<file path="src/rtl/fifo_cfg.svh">
// fifo controller configuration macros
// ram depth, address width and the static almost thresholds

`ifndef FIFO_CFG_SVH
`define FIFO_CFG_SVH

// ----------------------------------------
// ram geometry
// ----------------------------------------

// number of ram entries, not a power of two
`define FIFO_DEPTH 12

// ram address width, must cover depth-1
`define FIFO_ADDR_W 4

// ----------------------------------------
// almost thresholds
// ----------------------------------------

// afull set at or above this count
`define FIFO_AFULL_VAL 10

// aempty set at or below this count
`define FIFO_AEMPTY_VAL 2

`endif

</file>
<file path="src/rtl/fifo_types_pkg.sv">
// fifo controller scalar types
// address and count vectors, fill-state enum

`include "fifo_cfg.svh"

package fifo_types_pkg;

   // ----------------------------------------
   // vectors
   // ----------------------------------------

   // ram address, write or read side
   typedef logic [`FIFO_ADDR_W-1:0] fifo_addr_t;

   // occupancy 0..depth, one extra bit for full
   typedef logic [`FIFO_ADDR_W:0] fifo_count_t;

   // ----------------------------------------
   // fill state
   // ----------------------------------------

   // empty, in between, or full
   typedef enum logic [1:0] {
      FILL_EMPTY   = 2'd0,
      FILL_PARTIAL = 2'd1,
      FILL_FULL    = 2'd2
   } fifo_fill_state_e;

endpackage

</file>
<file path="src/rtl/fifo_bus_pkg.sv">
// fifo controller grouped signals
// ram port, status flags and one-cycle pulses

package fifo_bus_pkg;

   // ----------------------------------------
   // external ram port
   // ----------------------------------------

   // strobes are high in the cycle of the accepted request
   typedef struct packed {
      // write address and strobe
      fifo_types_pkg::fifo_addr_t waddr;
      logic                       we;
      // read address and strobe
      fifo_types_pkg::fifo_addr_t raddr;
      logic                       re;
   } fifo_mem_port_t;

   // ----------------------------------------
   // status group
   // ----------------------------------------

   // all registered, aligned with count
   typedef struct packed {
      logic                        full;
      logic                        afull;
      logic                        empty;
      logic                        aempty;
      // stored entries
      fifo_types_pkg::fifo_count_t count;
   } fifo_status_t;

   // ----------------------------------------
   // pulse group
   // ----------------------------------------

   // each high for one cycle after the request edge
   typedef struct packed {
      logic wack;
      logic dvld;
      logic overflow;
      logic underflow;
   } fifo_pulse_t;

endpackage

</file>
<file path="src/rtl/fifo_addr_counter.sv">
// wrapping ram address counter
// shared by the write side and the read side

`timescale 1ns/1ps

`include "fifo_cfg.svh"

module fifo_addr_counter (
   input  logic                       pos_clk,
   input  logic                       aresetn,
   // advance by one on the next edge
   input  logic                       step_i,
   output fifo_types_pkg::fifo_addr_t addr_o
);

   // current address
   fifo_types_pkg::fifo_addr_t addr_q;

   // ----------------------------------------
   // counter
   // ----------------------------------------

   // wraps at depth-1, depth need not be a power of two
   always_ff @(posedge pos_clk or negedge aresetn) begin
      if (!aresetn) begin
         addr_q <= '0;
      end else if (step_i) begin
         if (addr_q == fifo_types_pkg::fifo_addr_t'(`FIFO_DEPTH - 1)) begin
            addr_q <= '0;
         end else begin
            addr_q <= addr_q + 1'b1;
         end
      end
   end

   assign addr_o = addr_q;

   // ----------------------------------------
   // checks
   // ----------------------------------------

   // address stays inside the ram, the spare codes are never used
   a_addr_in_range: assert property (
      @(posedge pos_clk) disable iff (!aresetn)
      addr_q < fifo_types_pkg::fifo_addr_t'(`FIFO_DEPTH)
   ) else $error("address counter left the ram range");

endmodule

</file>
<file path="src/rtl/fifo_occupancy.sv">
// occupancy counter of the fifo
// up on write, down on read, with static almost compares

`timescale 1ns/1ps

`include "fifo_cfg.svh"

module fifo_occupancy (
   input  logic                        pos_clk,
   input  logic                        aresetn,
   // accepted write
   input  logic                        inc_i,
   // accepted read
   input  logic                        dec_i,
   output fifo_types_pkg::fifo_count_t count_o,
   output logic                        afull_o,
   output logic                        aempty_o
);

   // registered count and its next value
   fifo_types_pkg::fifo_count_t count_q;
   fifo_types_pkg::fifo_count_t count_nxt;

   // registered almost flags
   logic afull_q;
   logic aempty_q;

   // ----------------------------------------
   // next count
   // ----------------------------------------

   // write and read together cancel out
   always_comb begin
      count_nxt = count_q;
      if (inc_i && !dec_i) begin
         count_nxt = count_q + 1'b1;
      end else if (dec_i && !inc_i) begin
         count_nxt = count_q - 1'b1;
      end
   end

   // ----------------------------------------
   // count and almost flags
   // ----------------------------------------

   // flags come from the next count
   // so they switch on the same edge as the count itself
   always_ff @(posedge pos_clk or negedge aresetn) begin
      if (!aresetn) begin
         count_q  <= '0;
         afull_q  <= 1'b0;
         // count 0 is below the aempty threshold
         aempty_q <= 1'b1;
      end else begin
         count_q  <= count_nxt;
         afull_q  <= (count_nxt >= fifo_types_pkg::fifo_count_t'(`FIFO_AFULL_VAL));
         aempty_q <= (count_nxt <= fifo_types_pkg::fifo_count_t'(`FIFO_AEMPTY_VAL));
      end
   end

   assign count_o  = count_q;
   assign afull_o  = afull_q;
   assign aempty_o = aempty_q;

   // ----------------------------------------
   // checks
   // ----------------------------------------

   // the fill fsm must hold writes off at full
   a_count_max: assert property (
      @(posedge pos_clk) disable iff (!aresetn)
      count_q <= fifo_types_pkg::fifo_count_t'(`FIFO_DEPTH)
   ) else $error("occupancy count above depth");

   // a lone read never reaches an empty fifo
   a_no_dec_at_zero: assert property (
      @(posedge pos_clk) disable iff (!aresetn)
      (dec_i && !inc_i) |-> (count_q != '0)
   ) else $error("occupancy decrement at zero");

   // a lone write never reaches a full fifo
   a_no_inc_at_full: assert property (
      @(posedge pos_clk) disable iff (!aresetn)
      (inc_i && !dec_i) |-> (count_q != fifo_types_pkg::fifo_count_t'(`FIFO_DEPTH))
   ) else $error("occupancy increment at depth");

endmodule

</file>
<file path="src/rtl/fifo_fill_fsm.sv">
// fill-state machine of the fifo controller
// accepts or drops requests, decodes full and empty,
// registers the wack, dvld, overflow and underflow pulses

`timescale 1ns/1ps

`include "fifo_cfg.svh"

module fifo_fill_fsm (
   input  logic                        pos_clk,
   input  logic                        aresetn,
   // request levels from the environment
   input  logic                        wr_req_i,
   input  logic                        rd_req_i,
   // registered occupancy
   input  fifo_types_pkg::fifo_count_t count_i,
   // combinational acceptance strobes
   output logic                        wr_accept_o,
   output logic                        rd_accept_o,
   output logic                        full_o,
   output logic                        empty_o,
   output fifo_bus_pkg::fifo_pulse_t   pulse_o
);

   // state register and next state
   fifo_types_pkg::fifo_fill_state_e state_q;
   fifo_types_pkg::fifo_fill_state_e state_nxt;

   // acceptance and rejection terms
   logic wr_accept;
   logic rd_accept;
   logic wr_reject;
   logic rd_reject;

   // registered pulse group
   fifo_bus_pkg::fifo_pulse_t pulse_q;

   // ----------------------------------------
   // acceptance
   // ----------------------------------------

   // writes stop at full, reads stop at empty
   assign wr_accept = wr_req_i && (state_q != fifo_types_pkg::FILL_FULL);
   assign rd_accept = rd_req_i && (state_q != fifo_types_pkg::FILL_EMPTY);

   // dropped requests, reported one cycle later
   assign wr_reject = wr_req_i && (state_q == fifo_types_pkg::FILL_FULL);
   assign rd_reject = rd_req_i && (state_q == fifo_types_pkg::FILL_EMPTY);

   assign wr_accept_o = wr_accept;
   assign rd_accept_o = rd_accept;

   // ----------------------------------------
   // next state
   // ----------------------------------------

   always_comb begin
      state_nxt = state_q;
      case (state_q)
         fifo_types_pkg::FILL_EMPTY: begin
            // a read cannot be accepted here, so a write always fills
            if (wr_accept) begin
               state_nxt = fifo_types_pkg::FILL_PARTIAL;
            end
         end
         fifo_types_pkg::FILL_PARTIAL: begin
            // last free slot taken by a lone write
            if (wr_accept && !rd_accept &&
                count_i == fifo_types_pkg::fifo_count_t'(`FIFO_DEPTH - 1)) begin
               state_nxt = fifo_types_pkg::FILL_FULL;
            // last entry drained by a lone read
            end else if (rd_accept && !wr_accept &&
                         count_i == fifo_types_pkg::fifo_count_t'(1)) begin
               state_nxt = fifo_types_pkg::FILL_EMPTY;
            end
         end
         fifo_types_pkg::FILL_FULL: begin
            // the write of a simultaneous pair is dropped
            if (rd_accept) begin
               state_nxt = fifo_types_pkg::FILL_PARTIAL;
            end
         end
         default: begin
            state_nxt = fifo_types_pkg::FILL_EMPTY;
         end
      endcase
   end

   // ----------------------------------------
   // state and pulse registers
   // ----------------------------------------

   always_ff @(posedge pos_clk or negedge aresetn) begin
      if (!aresetn) begin
         state_q <= fifo_types_pkg::FILL_EMPTY;
         pulse_q <= '0;
      end else begin
         state_q           <= state_nxt;
         // handshake one cycle after the accepted request
         pulse_q.wack      <= wr_accept;
         pulse_q.dvld      <= rd_accept;
         // errors one cycle after the dropped request
         pulse_q.overflow  <= wr_reject;
         pulse_q.underflow <= rd_reject;
      end
   end

   // flags straight from the state
   assign full_o  = (state_q == fifo_types_pkg::FILL_FULL);
   assign empty_o = (state_q == fifo_types_pkg::FILL_EMPTY);
   assign pulse_o = pulse_q;

   // ----------------------------------------
   // checks
   // ----------------------------------------

   // full and empty are exclusive
   a_full_empty_excl: assert property (
      @(posedge pos_clk) disable iff (!aresetn)
      !(full_o && empty_o)
   ) else $error("full and empty both high");

   // state and occupancy counter move together
   a_state_matches_count: assert property (
      @(posedge pos_clk) disable iff (!aresetn)
      ((state_q == fifo_types_pkg::FILL_EMPTY) == (count_i == '0)) &&
      ((state_q == fifo_types_pkg::FILL_FULL) ==
       (count_i == fifo_types_pkg::fifo_count_t'(`FIFO_DEPTH)))
   ) else $error("fill state disagrees with occupancy count");

endmodule

</file>
<file path="src/rtl/fifo_sync_ctrl.sv">
// single-clock fifo controller top
// addresses and strobes for an external dual-port ram, status and pulses

`timescale 1ns/1ps

module fifo_sync_ctrl (
   input  logic                         pos_clk,
   input  logic                         aresetn,
   input  logic                         wr_req_i,
   input  logic                         rd_req_i,
   output fifo_bus_pkg::fifo_mem_port_t mem_o,
   output fifo_bus_pkg::fifo_status_t   status_o,
   output fifo_bus_pkg::fifo_pulse_t    pulse_o
);

   // acceptance strobes from the fsm
   logic wr_accept;
   logic rd_accept;

   // ram addresses
   fifo_types_pkg::fifo_addr_t waddr;
   fifo_types_pkg::fifo_addr_t raddr;

   // status pieces
   fifo_types_pkg::fifo_count_t count;
   logic                        full;
   logic                        empty;
   logic                        afull;
   logic                        aempty;

   // ----------------------------------------
   // control
   // ----------------------------------------

   fifo_fill_fsm fifo_fill_fsm_inst (
      .pos_clk     (pos_clk),
      .aresetn     (aresetn),
      .wr_req_i    (wr_req_i),
      .rd_req_i    (rd_req_i),
      .count_i     (count),
      .wr_accept_o (wr_accept),
      .rd_accept_o (rd_accept),
      .full_o      (full),
      .empty_o     (empty),
      .pulse_o     (pulse_o)
   );

   fifo_occupancy fifo_occupancy_inst (
      .pos_clk  (pos_clk),
      .aresetn  (aresetn),
      .inc_i    (wr_accept),
      .dec_i    (rd_accept),
      .count_o  (count),
      .afull_o  (afull),
      .aempty_o (aempty)
   );

   // ----------------------------------------
   // address path
   // ----------------------------------------

   // write side
   fifo_addr_counter wr_addr_counter_inst (
      .pos_clk (pos_clk),
      .aresetn (aresetn),
      .step_i  (wr_accept),
      .addr_o  (waddr)
   );

   // read side
   fifo_addr_counter rd_addr_counter_inst (
      .pos_clk (pos_clk),
      .aresetn (aresetn),
      .step_i  (rd_accept),
      .addr_o  (raddr)
   );

   // strobes reach the ram with no latency
   assign mem_o = '{waddr: waddr, we: wr_accept, raddr: raddr, re: rd_accept};

   assign status_o = '{full: full, afull: afull, empty: empty, aempty: aempty, count: count};

endmodule

</file>
<file path="config.mk">
export PLATFORM = sky130hd
export DESIGN_NAME = fifo_sync_ctrl
export DESIGN_NICKNAME = d
export VERILOG_FILES = /design/src/rtl/fifo_types_pkg.sv /design/src/rtl/fifo_bus_pkg.sv /design/src/rtl/fifo_addr_counter.sv /design/src/rtl/fifo_occupancy.sv /design/src/rtl/fifo_fill_fsm.sv /design/src/rtl/fifo_sync_ctrl.sv
export VERILOG_INCLUDE_DIRS = /design/src /design/src/rtl
export SDC_FILE = /design/constraint.sdc
export NUM_CORES = 1
export LEC_CHECK = 0
export BUFFER_PORTS_ARGS = -buffer_cell sky130_fd_sc_hd__buf_4
export CELL_PAD_IN_SITES_DETAIL_PLACEMENT = 2
export CELL_PAD_IN_SITES_GLOBAL_PLACEMENT = 2
export CORE_ASPECT_RATIO = 0.9
export CORE_MARGIN = 3
export CORE_UTILIZATION = 32
export CTS_CLUSTER_SIZE = 40
export DETAILED_ROUTE_END_ITERATION = 6
export PLACE_DENSITY_LB_ADDON = 0.1
export SLEW_MARGIN = 40
export SYNTH_ARGS = -nofsm -noshare
export SYNTH_HDL_FRONTEND = slang
export SYNTH_SLANG_ARGS = --single-unit
</file>
<file path="constraint.sdc">
create_clock -name pos_clk -period 2.5 [get_ports pos_clk]
set_clock_uncertainty 0.1 [all_clocks]
set_input_delay 0.5 -clock pos_clk [delete_from_list [all_inputs] [get_ports pos_clk]]
set_output_delay 0.5 -clock pos_clk [all_outputs]
set_load 0.01 [all_outputs]
</file>
==> flow_summary.ini <==
[clocking]
clk_pin_slew_ns = 0.08
clockBufferDepth = 2
tritoncts = yes
clock_latency_ns = 0.25
htree_levels = 1
clkSinkCount = 21
cts_resized = 0
ctsHoldBuffers = 0
numCtsBuffers = 3
post-cts-setup-buffer-count = 0
ctsRootBufferMaster = clkbuf_8

[synthesis]
synth.area.mux_share = 0.00998
synthArstFlopShare = 1.00
seq_area_frac_synth = 0.467
yosys-top-cells-area = dfrtp_1 (44%), nand2_1 (6.0%), ha_1 (5.5%)
ys.flop_type = dfrtp_1
syn_area_um2 = 1130
yosys.area_share.simple = 0.169
synth_fa_ha_area_frac = 0.0554
postSynthAreaPerCell_um2 = 10.1
syn_inst = 112
synth.most_common_cell = dfrtp_1
yosysTopAreaCell = dfrtp_1
yosys.area_share.xor_xnor = 0.0299
synth-compound-area-share = 0.188
synth_warnings = 0
yosys-top-cells-count = dfrtp_1 (20), nand2_1 (18), o21ai_0 (10), nor3_1 (7)
yosysTopAreaCellShare = 0.443
yosysUniqueCellTypes = 36
synth_top_family_by_area = compound AO/OA/AOI/OAI gates
syn_nets = 121
synth_edf_count = 0
synth_seq_cells = 21

[floorplan]
core-area_um2 = 3210
ios = 27
design.die.area_um2 = 4280
die_w_um = 68.6
dieHeight_um = 62.3
fp-row-count = 19
start_util = 0.352

[power]
power.density_nw_per_um2 = 1170
power_leakage_nw = 0.665
vdd_drop_max_mv = 0.527

[drt]
wire_per_inst_um = 16.3
ant_nets = 0
drtIter0Drc = 36
vias = 893
wirelength_um = 2880
post-route-drc-count = 0
first_pass_iters = 4
viasPerCell = 5.05

[placement]
gp_congestion = 0.769
place_hpwl_um = 2290
portBuffers = 26
pre_cts_slack_ns = 0.441
dpl_cell_area_um2 = 1320

[critical_path]
rr_startpoint = fifo_fill_fsm_inst.state_q[0]
startpoint_type = register
regToRegEndpoint = fifo_occupancy_inst.aempty_o
cp-end-kind = register
arrival_ns = 2.11
crit_type = register to register
regToRegSetupSlack_ns = 0.44
worstPathRequired_ns = 2.55
r2r_cells = 6
cp_max_fo = 8

[global_routing]
grt_pass1_vias = 949
grt_antenna_before_repair = 0
grt_max_degree = 22
grt_use_total = 0.148
grt-ovfl-total = 0
grt_pass1_wl_um = 4940

[timing]
fin_crit_sh = 0.822
period_minus_slack_ns = 2.06
slew_headroom = 0.774
max_freq_ghz = 0.486
maxSlewViolCount = 0
setup_viol = 0
setup_ws_ns = 0.444
hold_violations = 0
grt_setup_unrepaired = no
setup_tns_ns = 0
worstMarginPinSlew_ns = 0.338

[cells_and_area]
nFillCells = 356
fin_util = 0.426
drive_gt1_frac = 0.296
antennaDiodeCount = 0
area_growth_pct = 21.1
fin_area_um2 = 1370
nets = 145

[worst_hold_path]
min_path_type = input port to asynchronous set/reset pin

[flow_run]
maxCapViolCount = 0

[status]
status = completed
==> stage by stage <==
step	hold WS (ns)	cells	power (mW)
after floorplan	0.104	112	1.07
after global placement	0.303	173	1.35
after detailed placement	0.300	173	1.40
after CTS	0.0227	177	1.63
after global routing	0.0247	177	1.74
final	0.0166	177	1.60
==> worst max-delay path, cell delays in order, from the launching register on <==
cell and delay (ns):
dfrtp_1 0.53, nand2b_4 0.23, inv_4 0.06, a2111o_1 0.40
o21ai_2 0.18, xor2_2 0.11, a2111oi_2 0.35
==> layer usage <==
layer	track usage	vias to the layer above	wire [um]
li1	-	429	-
met5	0	-	0
met4	0.0372	0	17
met2	0.216	18	1290
met3	0.0306	2	141
met1	0.221	444	1430
==> kinds of logic after synthesis <==
kind of cell | count (synthesis)
xor gates and xnor gates | 3
buffers and inverters | 15
AOI/OAI and AO/OA | 29
and+or+nand+nor | 38
DFF | 21
muxes | 1
adders and majority gates | 5
==> cell type report <==
cell class	count	area [um2]	area share
Clock buffer	3	41.3	0.0302
Clock inverter	1	5.00	0.00366
Inverter	8	35.0	0.0256
Multi-Input combinational cell	76	510	0.374
Sequential cell	21	527	0.386
Tap cell	42	52.6	0.0385
Timing Repair Buffer	26	195	0.143
==> flip-flops by register name (all words and copies together) (netlist names) <==
signal / cells
fifo_occupancy_inst.afull_o: 1
fifo_occupancy_inst.count_o: 5
wr_addr_counter_inst.addr_o: 4
fifo_fill_fsm_inst.state_q: 2
fifo_occupancy_inst.aempty_o: 1
rd_addr_counter_inst.addr_o: 4
fifo_fill_fsm_inst.pulse_o: 4
==> report_power, final <==
group / internal [mW] / leakage (nW) / switching (mW) / total, mW
combinational: 0.357 / 0.386 / 0.383 / 0.740
sequential: 0.470 / 0.253 / 0.172 / 0.642
clock: 0.111 / 0.0255 / 0.108 / 0.219
total: 0.938 / 0.665 / 0.663 / 1.60
==> layout by cell type, fill, tap and decap left out, drive strengths merged <==
| master | count |
|---|---|
| buf | 26 |
| dfrtp | 20 |
| nand2 | 18 |
| o21ai | 12 |
| nor3 | 8 |
| inv | 8 |
| nor2 | 5 |
| ha | 5 |
| a21o | 4 |
| a21oi | 3 |
| clkbuf | 3 |
| xnor2 | 2 |
| nand2b | 2 |
| a22oi | 1 |
| o211a | 1 |
| o211ai | 1 |
| a211o | 1 |
| a2111o | 1 |
| nand4 | 1 |
| xor2 | 1 |
| nand4b | 1 |
| a2111oi | 1 |
| and2 | 1 |
| a311oi | 1 |
| nand3 | 1 |
| a211oi | 1 |
| o21a | 1 |
| mux2 | 1 |
| nor4 | 1 |
| a22o | 1 |
| clkinv | 1 |
| dfstp | 1 |
==> how the worst max path moves through the flow <==
stage,start,endpoint,cells after the start
finish,fifo_fill_fsm_inst.state_q[0],fifo_occupancy_inst.aempty_o,6
global route,fifo_fill_fsm_inst.state_q[0],mem_o[5],4
CTS,fifo_fill_fsm_inst.state_q[0],fifo_occupancy_inst.aempty_o,6
detailed placement,fifo_fill_fsm_inst.state_q[0],fifo_occupancy_inst.aempty_o,6
global placement,fifo_fill_fsm_inst.state_q[0],fifo_occupancy_inst.aempty_o,6
floorplan,fifo_occupancy_inst.count_o[0],fifo_occupancy_inst.aempty_o,6
Note: power is estimated with default switching activity, not from simulation.
